### src/verilog/bp_cfg.svh
`ifndef BP_CFG_SVH
`define BP_CFG_SVH

// global history length, also the PHT index width
`define BP_GH_WIDTH     8

`define BP_PC_WIDTH     32

// banks are picked by the low index bits
`define BP_NUM_BANKS    4

// 2**BP_GH_WIDTH / BP_NUM_BANKS
`define BP_BANK_ROWS    64

// checkpoint depth = max unresolved branches
`define BP_QUEUE_LEN    16

`define BP_BANK_BITS    $clog2(`BP_NUM_BANKS)
`define BP_ROW_BITS     $clog2(`BP_BANK_ROWS)
`define BP_CNT_BITS     $clog2(`BP_QUEUE_LEN + 1)

`endif

### src/verilog/bp_pkg.sv
`default_nettype none

`include "bp_cfg.svh"

package bp_pkg;

    // 2-bit saturating counter, msb is the direction
    typedef enum logic [1:0] {
        strong_nt = 2'b00,
        weak_nt   = 2'b01,
        weak_t    = 2'b10,
        strong_t  = 2'b11
    } ctr_state_e;

    typedef struct packed {
        logic [`BP_PC_WIDTH-1:0] pc;
    } pred_req_t;

    typedef struct packed {
        logic                    taken;
        logic [`BP_GH_WIDTH-1:0] index;   // returned by execute on resolve
        logic [`BP_GH_WIDTH-1:0] gh;      // history used for the index
    } pred_rsp_t;

    typedef struct packed {
        logic [`BP_GH_WIDTH-1:0] index;
        logic                    pred_taken;
        logic                    taken;   // actual outcome
    } resolve_t;

    typedef struct packed {
        logic [`BP_ROW_BITS-1:0] row;
        logic                    taken;   // train direction, write side only
    } bank_addr_t;

endpackage

`default_nettype wire

### src/verilog/bp_top.sv
`default_nettype none

`include "bp_cfg.svh"

module bp_top
    import bp_pkg::*;
(
    input  wire logic                    clk,
    input  wire logic                    rstn,
    input  wire logic                    pred_req_valid,
    input  wire pred_req_t               pred_req,
    input  wire logic                    resolve_valid,
    input  wire resolve_t                resolve,
    output logic                         pred_rsp_valid,
    output pred_rsp_t                    pred_rsp,
    output logic [`BP_GH_WIDTH-1:0]      gh
);

    logic [`BP_NUM_BANKS-1:0] rd_sel;
    logic [`BP_NUM_BANKS-1:0] wr_sel;
    bank_addr_t               rd_addr;
    bank_addr_t               wr_addr;
    logic [`BP_GH_WIDTH-1:0]  index;
    logic [`BP_BANK_BITS-1:0] bank;
    ctr_state_e               rd_ctr [`BP_NUM_BANKS];

    pht_index_hash u_hash (
        .req_valid (pred_req_valid),
        .req       (pred_req),
        .gh        (gh),
        .res_valid (resolve_valid),
        .res       (resolve),
        .rd_sel    (rd_sel),
        .wr_sel    (wr_sel),
        .rd_addr   (rd_addr),
        .wr_addr   (wr_addr),
        .index     (index),
        .bank      (bank)
    );

    // row/dir buses are shared, strobes pick the bank
    for (genvar g = 0; g < `BP_NUM_BANKS; g++) begin : g_bank
        pht_bank u_bank (
            .clk     (clk),
            .rstn    (rstn),
            .rd_en   (rd_sel[g]),
            .rd_addr (rd_addr),
            .wr_en   (wr_sel[g]),
            .wr_addr (wr_addr),
            .rd_ctr  (rd_ctr[g])
        );
    end

    pred_collect u_collect (
        .clk       (clk),
        .rstn      (rstn),
        .req_valid (pred_req_valid),
        .bank      (bank),
        .index     (index),
        .gh_in     (gh),
        .rd_ctr    (rd_ctr),
        .rsp_valid (pred_rsp_valid),
        .rsp       (pred_rsp)
    );

    ghr u_ghr (
        .clk       (clk),
        .rstn      (rstn),
        .rsp_valid (pred_rsp_valid),
        .rsp_taken (pred_rsp.taken),
        .res_valid (resolve_valid),
        .res       (resolve),
        .gh        (gh)
    );

endmodule

`default_nettype wire

### src/verilog/ghr.sv
`default_nettype none

`include "bp_cfg.svh"

module ghr
    import bp_pkg::*;
(
    input  wire logic                    clk,
    input  wire logic                    rstn,
    input  wire logic                    rsp_valid,
    input  wire logic                    rsp_taken,
    input  wire logic                    res_valid,
    input  wire resolve_t                res,
    output logic [`BP_GH_WIDTH-1:0]      gh
);

    // entry 0 is the youngest branch, entry cnt-1 the oldest
    logic [`BP_GH_WIDTH-1:0]          chkpt_q [`BP_QUEUE_LEN];
    logic [`BP_CNT_BITS-1:0]          cnt;
    logic [$clog2(`BP_QUEUE_LEN)-1:0] old_idx;
    logic                             mispred;
    logic [`BP_GH_WIDTH-1:0]          gh_spec;
    logic [`BP_GH_WIDTH-1:0]          gh_alt;
    logic [`BP_GH_WIDTH-1:0]          gh_restore;

    assign mispred = res_valid && (res.pred_taken != res.taken);

    assign gh_spec = {gh[`BP_GH_WIDTH-2:0], rsp_taken};
    assign gh_alt  = {gh[`BP_GH_WIDTH-2:0], ~rsp_taken};   // history if this one mispredicts

    // oldest in-flight branch
    assign old_idx    = cnt[$clog2(`BP_QUEUE_LEN)-1:0] - 1'b1;   // full queue wraps to last entry
    assign gh_restore = chkpt_q[old_idx];

    always_ff @(posedge clk or negedge rstn) begin
        if (!rstn) begin
            gh <= '0;
        end else if (mispred) begin
            gh <= gh_restore;
        end else if (rsp_valid) begin
            gh <= gh_spec;
        end
    end

    // a checkpoint shifts in on every prediction
    always_ff @(posedge clk) begin
        if (rsp_valid && !mispred) begin
            chkpt_q[0] <= gh_alt;
            for (int i = `BP_QUEUE_LEN - 1; i > 0; i--) begin
                chkpt_q[i] <= chkpt_q[i-1];
            end
        end
    end

    // outstanding branch count
    always_ff @(posedge clk or negedge rstn) begin
        if (!rstn) begin
            cnt <= '0;
        end else if (mispred) begin
            cnt <= '0;   // younger branches flushed
        end else if (res_valid && !rsp_valid) begin
            cnt <= cnt - 1'b1;
        end else if (rsp_valid && !res_valid) begin
            cnt <= cnt + 1'b1;
        end
    end

endmodule

`default_nettype wire

### src/verilog/pht_bank.sv
`default_nettype none

`include "bp_cfg.svh"

module pht_bank
    import bp_pkg::*;
(
    input  wire logic       clk,
    input  wire logic       rstn,
    input  wire logic       rd_en,
    input  wire bank_addr_t rd_addr,
    input  wire logic       wr_en,
    input  wire bank_addr_t wr_addr,
    output ctr_state_e      rd_ctr
);

    ctr_state_e ctr [`BP_BANK_ROWS];

    // saturating step toward the resolved direction
    function automatic ctr_state_e train_ctr(input ctr_state_e cur, input logic taken);
        ctr_state_e nxt;
        nxt = cur;
        if (taken && cur != strong_t) begin
            nxt = ctr_state_e'(cur + 2'd1);
        end else if (!taken && cur != strong_nt) begin
            nxt = ctr_state_e'(cur - 2'd1);
        end
        return nxt;
    endfunction

    always_ff @(posedge clk or negedge rstn) begin
        if (!rstn) begin
            for (int r = 0; r < `BP_BANK_ROWS; r++) begin
                ctr[r] <= weak_nt;
            end
        end else if (wr_en) begin
            ctr[wr_addr.row] <= train_ctr(ctr[wr_addr.row], wr_addr.taken);
        end
    end

    // same-row train in this cycle is not seen here, read gets old value
    always_ff @(posedge clk) begin
        if (rd_en) begin
            rd_ctr <= ctr[rd_addr.row];
        end
    end

endmodule

`default_nettype wire

### src/verilog/pht_index_hash.sv
`default_nettype none

`include "bp_cfg.svh"

module pht_index_hash
    import bp_pkg::*;
(
    input  wire logic                     req_valid,
    input  wire pred_req_t                req,
    input  wire logic [`BP_GH_WIDTH-1:0]  gh,
    input  wire logic                     res_valid,
    input  wire resolve_t                 res,
    output logic [`BP_NUM_BANKS-1:0]      rd_sel,
    output logic [`BP_NUM_BANKS-1:0]      wr_sel,
    output bank_addr_t                    rd_addr,
    output bank_addr_t                    wr_addr,
    output logic [`BP_GH_WIDTH-1:0]       index,
    output logic [`BP_BANK_BITS-1:0]      bank
);

    logic [`BP_BANK_BITS-1:0] wr_bank;

    // gshare: word-aligned pc bits xor history
    assign index   = req.pc[`BP_GH_WIDTH+1:2] ^ gh;
    assign bank    = index[`BP_BANK_BITS-1:0];
    assign wr_bank = res.index[`BP_BANK_BITS-1:0];

    always_comb begin
        rd_addr.row   = index[`BP_GH_WIDTH-1:`BP_BANK_BITS];
        rd_addr.taken = 1'b0;                                  // reads never train
        wr_addr.row   = res.index[`BP_GH_WIDTH-1:`BP_BANK_BITS];
        wr_addr.taken = res.taken;                             // train toward actual
    end

    // one-hot bank strobes
    always_comb begin
        rd_sel = '0;
        wr_sel = '0;
        if (req_valid) begin
            rd_sel[bank] = 1'b1;
        end
        if (res_valid) begin
            wr_sel[wr_bank] = 1'b1;
        end
    end

endmodule

`default_nettype wire

### src/verilog/pred_collect.sv
`default_nettype none

`include "bp_cfg.svh"

module pred_collect
    import bp_pkg::*;
(
    input  wire logic                     clk,
    input  wire logic                     rstn,
    input  wire logic                     req_valid,
    input  wire logic [`BP_BANK_BITS-1:0] bank,
    input  wire logic [`BP_GH_WIDTH-1:0]  index,
    input  wire logic [`BP_GH_WIDTH-1:0]  gh_in,
    input  wire ctr_state_e               rd_ctr [`BP_NUM_BANKS],
    output logic                          rsp_valid,
    output pred_rsp_t                     rsp
);

    logic                     valid_q;
    logic [`BP_BANK_BITS-1:0] bank_q;
    logic [`BP_GH_WIDTH-1:0]  index_q;
    logic [`BP_GH_WIDTH-1:0]  gh_q;
    ctr_state_e               sel_ctr;

    always_ff @(posedge clk or negedge rstn) begin
        if (!rstn) begin
            valid_q <= 1'b0;
        end else begin
            valid_q <= req_valid;
        end
    end

    // request info lines up with the banks' registered read
    always_ff @(posedge clk) begin
        if (req_valid) begin
            bank_q  <= bank;
            index_q <= index;
            gh_q    <= gh_in;
        end
    end

    assign sel_ctr = rd_ctr[bank_q];

    assign rsp_valid = valid_q;

    always_comb begin
        rsp.taken = sel_ctr[1];   // msb of counter
        rsp.index = index_q;
        rsp.gh    = gh_q;
    end

endmodule

`default_nettype wire
### config.mk
export PLATFORM = sky130hd
export DESIGN_NAME = bp_top
export DESIGN_NICKNAME = d
export VERILOG_FILES = /design/src/verilog/bp_pkg.sv /design/src/verilog/bp_top.sv /design/src/verilog/ghr.sv /design/src/verilog/pht_bank.sv /design/src/verilog/pht_index_hash.sv /design/src/verilog/pred_collect.sv
export VERILOG_INCLUDE_DIRS = /design/src /design/src/verilog
export SDC_FILE = /design/constraint.sdc
export NUM_CORES = 1
export LEC_CHECK = 0
export ABC_AREA = 1
export BUFFER_PORTS_ARGS = -buffer_cell sky130_fd_sc_hd__clkbuf_2
export CAP_MARGIN = 20
export CORE_AREA = 10 10 283 285
export CTS_CLUSTER_SIZE = 30
export DETAILED_ROUTE_END_ITERATION = 8
export DIE_AREA = 0 0 293 295
export PLACE_DENSITY = 0.72
export SETUP_SLACK_MARGIN = 0.1
export SLEW_MARGIN = 20
export SYNTH_ARGS = -nofsm -noshare
export SYNTH_HDL_FRONTEND = slang
export SYNTH_HIERARCHICAL = 1
export SYNTH_SLANG_ARGS = --single-unit
### constraint.sdc
create_clock -name clk -period 4.1 [get_ports clk]
set_input_delay 0.41 -clock clk [delete_from_list [all_inputs] [get_ports clk]]
set_output_delay 0.41 -clock clk [all_outputs]
set_load 0.01 [all_outputs]
# After elaboration in Yosys (flattened, before gate mapping)
# Memory sizes are Yosys's and may differ from the RTL's.
# Index checks and enable logic that the tools add are counted.
[totals] ramBits=128 memories=1 output_inout_bits=26 ff_bits=552 elab_cells=379 input_bits=46
[mem_list] name="u_ghr.chkpt_q" depth=16 word_bits=8 read_ports=16 rd_ports_with_merged_regs=0 wr=16 line_no="ghr.sv:18" rtl="logic [`BP_GH_WIDTH-1:0] chkpt_q [`BP_QUEUE_LEN];"
[op_classes] n_reduce_logical=25 n_addsub=11 n_bitwise=5 n_lt_le_gt_ge=8 mux=58 n_eq_ne=5
[ops] cell="bitwise mux 128 bit" n=4
[ops] cell="binary-select mux 2 bit (select 6 bit)" n=8
[ops] cell="2-to-1 mux 2 bit" n=31
[ops] cell="2-to-1 mux 8 bit" n=2
[ops] cell="logical AND 1 bit" n=15
[ops] cell="2-to-1 mux 5 bit" n=3
[ops] cell=">= comparator 7 bit, second input constant" n=2
[ops] cell="inverter 6 -> 7 bit" n=2
[ops] cell="demux 2 bit (select 6 bit)" n=1
[ops] cell="nonzero test 2 bit" n=5
[ops] cell="adder 2 x 1 -> 2 bit, second input constant" n=4
[ops] cell="2-to-1 mux 4 bit" n=2
[ops] cell="inequality test 2 bit, second input constant" n=4
[ops] cell="subtractor 2 x 1 -> 2 bit, second input constant" n=4
[ops] cell="XOR 8 bit" n=1
[ops] cell="< comparator 7 x 1 -> 1 bit, second input constant" n=1
[ops] cell="< comparator 2 x 3 -> 1 bit, second input constant" n=2
[ops] cell="adder 5 x 1 -> 5 bit, second input constant" n=1
[ops] cell="subtractor 5 x 1 -> 5 bit, second input constant" n=1
[ops] cell="binary-select mux 2 bit (select 2 bit)" n=1
[ops] cell="demux 1 bit (select 2 bit)" n=2
[ops] cell=">= comparator 2 x 1 -> 1 bit, second input constant" n=2
[ops] cell="logical NOT 1 bit" n=4
[ops] cell="2-to-1 mux 1 bit" n=4
[ops] cell="other kinds (6)" n=6

# Depth between registers and ports, before layout
[logic_depth] depth_word=10 mapped_depth=22 mapped_depth_nobuf=19

# Modules after synthesis
# Netlist, hierarchy kept.
[by_module_without_submodules] module="pht_bank (g_bank[0].u_bank ...)" instances=3 area_per_inst_um2=8567.0 cells_per_inst=1345 seq_area_each_um2=3343.2
[by_module_without_submodules] module="pht_bank (g_bank[3].u_bank)" instances=1 area_per_inst_um2=8565.7 cells_per_inst=1348 seq_area_each_um2=3343.2
[by_module_without_submodules] module="ghr" instances=1 area_per_inst_um2=6242.2 cells_per_inst=623 seq_area_each_um2=4144.0
[by_module_without_submodules] module="pred_collect" instances=1 area_per_inst_um2=616.8 cells_per_inst=32 seq_area_each_um2=565.5
[by_module_without_submodules] module="pht_index_hash" instances=1 area_per_inst_um2=290.3 cells_per_inst=48 seq_area_each_um2=0.0

# Worst setup path before layout
# OpenSTA, ideal clock, no wires.
[synth_timing] path_type="input port to flip-flop" startpoint="input port resolve[0] in the netlist's numbering" endpoint="memory u_ghr/chkpt_q[0][0] in the netlist's numbering, enable pin" arrival_ps=3335 setup_time_ps=481 required_time_ps=3619 path_stages=5 path_buffers=0 setup_slack_ps=285 path_cell_list="nor2_1 nor2_1 nand2_2 nand2_1 inv_1"
[synth_lines] element="start: declaration" line_no="bp_top.sv:13" rtl="input wire resolve_t resolve,"
[synth_lines] element="end: declaration" line_no="ghr.sv:18"

# Worst setup path after layout
[layout_timing] startpoint="register u_ghr.gh[2]" endpoint="register g_bank[1].u_bank.rd_ctr[1] (data pin)"
[layout_via] elab_chain_len=5
[layout_lines] element="start: declaration" line_no="ghr.sv:14" rtl="output logic [`BP_GH_WIDTH-1:0] gh"
[layout_lines] element="start signal: assignment" line_no="ghr.sv:39" rtl="gh <= gh_restore;"
[layout_lines] element="start signal: assignment" line_no="ghr.sv:41" rtl="gh <= gh_spec;"
[layout_lines] element="XOR 8 bit" line_no="pht_index_hash.sv:24" rtl="assign index = req.pc[`BP_GH_WIDTH+1:2] ^ gh;"
[layout_lines] element="net index[2]" line_no="bp_top.sv:23" rtl="logic [`BP_GH_WIDTH-1:0] index;"
[layout_lines] element="inverter 6 -> 7 bit (implied by the code)" line_no="pht_bank.sv:44" rtl="rd_ctr <= ctr[rd_addr.row];"
[layout_lines] element="binary-select mux 2 bit (select 6 bit)" line_no="pht_bank.sv:44"
[layout_lines] element="2-to-1 mux 2 bit (implied by the code) (2 in a row)" line_no="pht_bank.sv:44"
[layout_lines] element="end signal: assignment" line_no="pht_bank.sv:44"
[layout_lines] element="end: declaration" line_no="pht_bank.sv:14" rtl="output ctr_state_e rd_ctr"
# The timed path passes the listed nets, and every way through them passes these cells. The select of a mux whose other input is x is not followed.
# A chain may end at the register's enable or synchronous reset.

==> flow_metrics.py <==
metrics = {
    "outcome": {
        "status": "finished clean",
    },
    "timing": {
        "finalMaxSlewViolations": 0,
        "period_share_pct": 80.8,
        "maxSlewHeadroom_pct": 29.0,
        "fin_worst_skew_ps": 32.3,
        "hold_violations": 0,
        "period_minus_slack_ps": 3310,
        "fin_setup_tns_ps": 0,
        "setup_viol": 0,
        "grt_setup_unrepaired": "no",
        "tightest_slew_ps": 1060,
        "fmax_mhz": 302,
        "setup_ws_ps": 786,
    },
    "die": {
        "io_pins": 72,
        "die_w_um": 293,
        "num_rows": 100,
        "start_util_pct": 52.9,
        "core-area_um2": 74200,
        "die_h_um": 295,
        "die-area_um2": 86400,
    },
    "route": {
        "wirelength_um": 119000,
        "wl_per_cell_um": 18.0,
        "num_vias": 36700,
        "route.detailed.drc": 0,
        "drt-pass1-iter-count": 6,
        "drtIter0Drc": 3971,
        "detail-route-antenna-nets": 0,
        "vias_per_cell": 5.54,
    },
    "critical_path": {
        "worstSetupPathType": "flop to flop",
        "critPathLaunchType": "flop",
        "path_cells": "xor2_4 -> inv_1 -> nor2_1 -> o21ai_0 -> o211ai_1 -> nand3_1 -> nand3_1 -> nand2_1",
        "critPathCaptureType": "flop",
        "cp_slowest_cell": "xor2_4",
        "critPathArrivalTime_ps": 3680,
        "crit_fanout": 16,
        "crit_path_frequent_cell": "nand3_1",
        "max_stage_delay_ps": 770,
        "required_ps": 4460,
    },
    "global_route": {
        "grt_pass1_wl_um": 189000,
        "antenna_found_initial": 5,
        "grt_use_total_pct": 27.1,
        "grt.overflow.total": 0,
        "grt_pass1_vias": 35700,
        "grt_max_degree": 104,
    },
    "job": {
        "maxCapViolCount": 0,
    },
    "cells_and_area": {
        "nFillCells": 6916,
        "fin_area_um2": 42900,
        "drive_above_1_share_pct": 10.4,
        "regArea_um2": 18000,
        "fin_nets": 5654,
        "multi_input_area_um2": 16800,
        "syn_to_final_growth_pct": 9.27,
        "fin_util_pct": 57.8,
    },
    "clock_network": {
        "cts_tree": "done",
        "cts_setup_buffers": 0,
        "max-clock-path-buffers": 3,
        "cts_sinks": 675,
        "clkLatencyLatePin_ps": 640,
        "clk_pin_slew_ps": 60,
        "htreeDepth": 3,
        "cts_buffers": 76,
        "root_buffer": "clkbuf_16",
    },
    "placed_design": {
        "place_area_um2": 40200,
        "place_congestion": 0.916,
        "io_buffers": 47,
        "place_ws_ps": 324,
        "hpwl_um": 73000,
    },
    "power": {
        "ir_worst_vdd_mv": 0.402,
        "leakage_nw": 21.0,
        "p_per_area_nw_per_um2": 485,
        "fin_total_pwr_w": 0.0208,
    },
    "yosys": {
        "synth_warnings": 6,
        "syn-num-nets": 5737,
        "synth_area_um2": 39300,
        "postSynthAreaPerCell_um2": 6.91,
        "syn_inst": 5681,
    },
    "hold_path": {
        "hp-class": "primary input to flop",
    },
}
## layout make-up
cell class / instances / area share (%)
inverters: 782 / 6.85
flip-flops and latches: 675 / 41.9
well taps: 969 / 2.83
clock buffers: 113 / 5.35
repair buffers: 149 / 3.15
multi-input cells: 3914 / 39.1
clock inverters: 26 / 0.846
diodes: 2 / 0.0117
## through the flow
| stage | cells | hold slack, ps |
|---|---|---|
| 2_1_floorplan | 5681 | 114 |
| 3_3_place_gp | 6488 | 429 |
| 3_5_place_dp | 6488 | 433 |
| 4_1_cts | 6628 | 73.3 |
| 5_1_grt | 6628 | 101 |
| 6_report | 6630 | 90.9 |
## sequential cells by signal, indices dropped and copies added, names as in the netlist
signal / cells
u_collect/rsp_valid: 1
g_bank.u_bank/ctr: 512
u_ghr/chkpt_q: 128
u_collect/gh_q: 8
u_ghr/cnt: 4
u_collect/bank_q: 2
g_bank.u_bank/rd_ctr: 4
u_ghr/gh: 8
u_collect/index_q: 8
## per-layer routing
metal,GRT usage [%],up-vias,wire length [µm]
met5,0,-,47
met3,6.07,387,12100
met4,12.2,8,5340
li1,-,17400,-
met1,34.8,17200,48700
met2,43.4,1701,53000
## worst max-delay path, delay by kind of cell (launching register included)
kind	cells	cell delay (ps)
flops	1	650
compound gates	2	390
simple gates	4	620
xor+xnor	1	770
buf+inv	1	600
## timing repair
| item | 4_1_cts | 5_1_grt |
|---|---|---|
| endpoints found under the hold margin | 40 | 0 |
| resized for setup | 0 | 0 |
| hold buffers | 1 | 0 |
## path summary, 6_finish.rpt
| check | endpoint | start | slack, ps | cells past startpoint |
|---|---|---|---|---|
| min | u_collect/index_q[7] | pred_req[9] | 90 | 2 |
| min reg2reg | u_ghr/chkpt_q[14][2] | u_ghr/chkpt_q[13][2] | 440 | 0 |
| min in group asynchronous | g_bank[1].u_bank/ctr[85] | rstn | 350 | 2 |
| max | g_bank[1].u_bank/rd_ctr[1] | u_ghr/gh[2] | 790 | 8 |
| max reg2reg | g_bank[1].u_bank/rd_ctr[1] | u_ghr/gh[2] | 790 | 8 |
| max in group asynchronous | g_bank[2].u_bank/ctr[104] | rstn | 2590 | 3 |
## placed cells by master, fill, tap and decap left out, types with 7 or more instances in the layout
cell type / instances
a21oi_1: 79
buf_12: 26
buf_4: 76
bufinv_16: 8
clkbuf_1: 15
clkbuf_16: 79
clkbuf_2: 44
clkbuf_8: 19
clkinv_2: 9
dfrtp_1: 268
dfstp_2: 256
edfxtp_1: 150
ha_1: 10
inv_1: 765
inv_2: 13
nand2_1: 2281
nand2_4: 8
nand3_1: 775
nor2_1: 370
nor2_2: 15
nor3_1: 68
o211ai_1: 56
o21ai_0: 171
o21ai_1: 33
o22ai_1: 7
or2_1: 8
or2_2: 8
## where the power goes
| part | switching (W) | leakage (nW) | total, W | internal [W] |
|---|---|---|---|---|
| sequential | 0.000397 | 7.79 | 0.00792 | 0.00752 |
| clock | 0.00293 | 1.31 | 0.00731 | 0.00439 |
| combinational | 0.00395 | 11.9 | 0.00555 | 0.00159 |
| total | 0.00728 | 21.0 | 0.0208 | 0.0135 |
(Power assumes the default switching activity.)
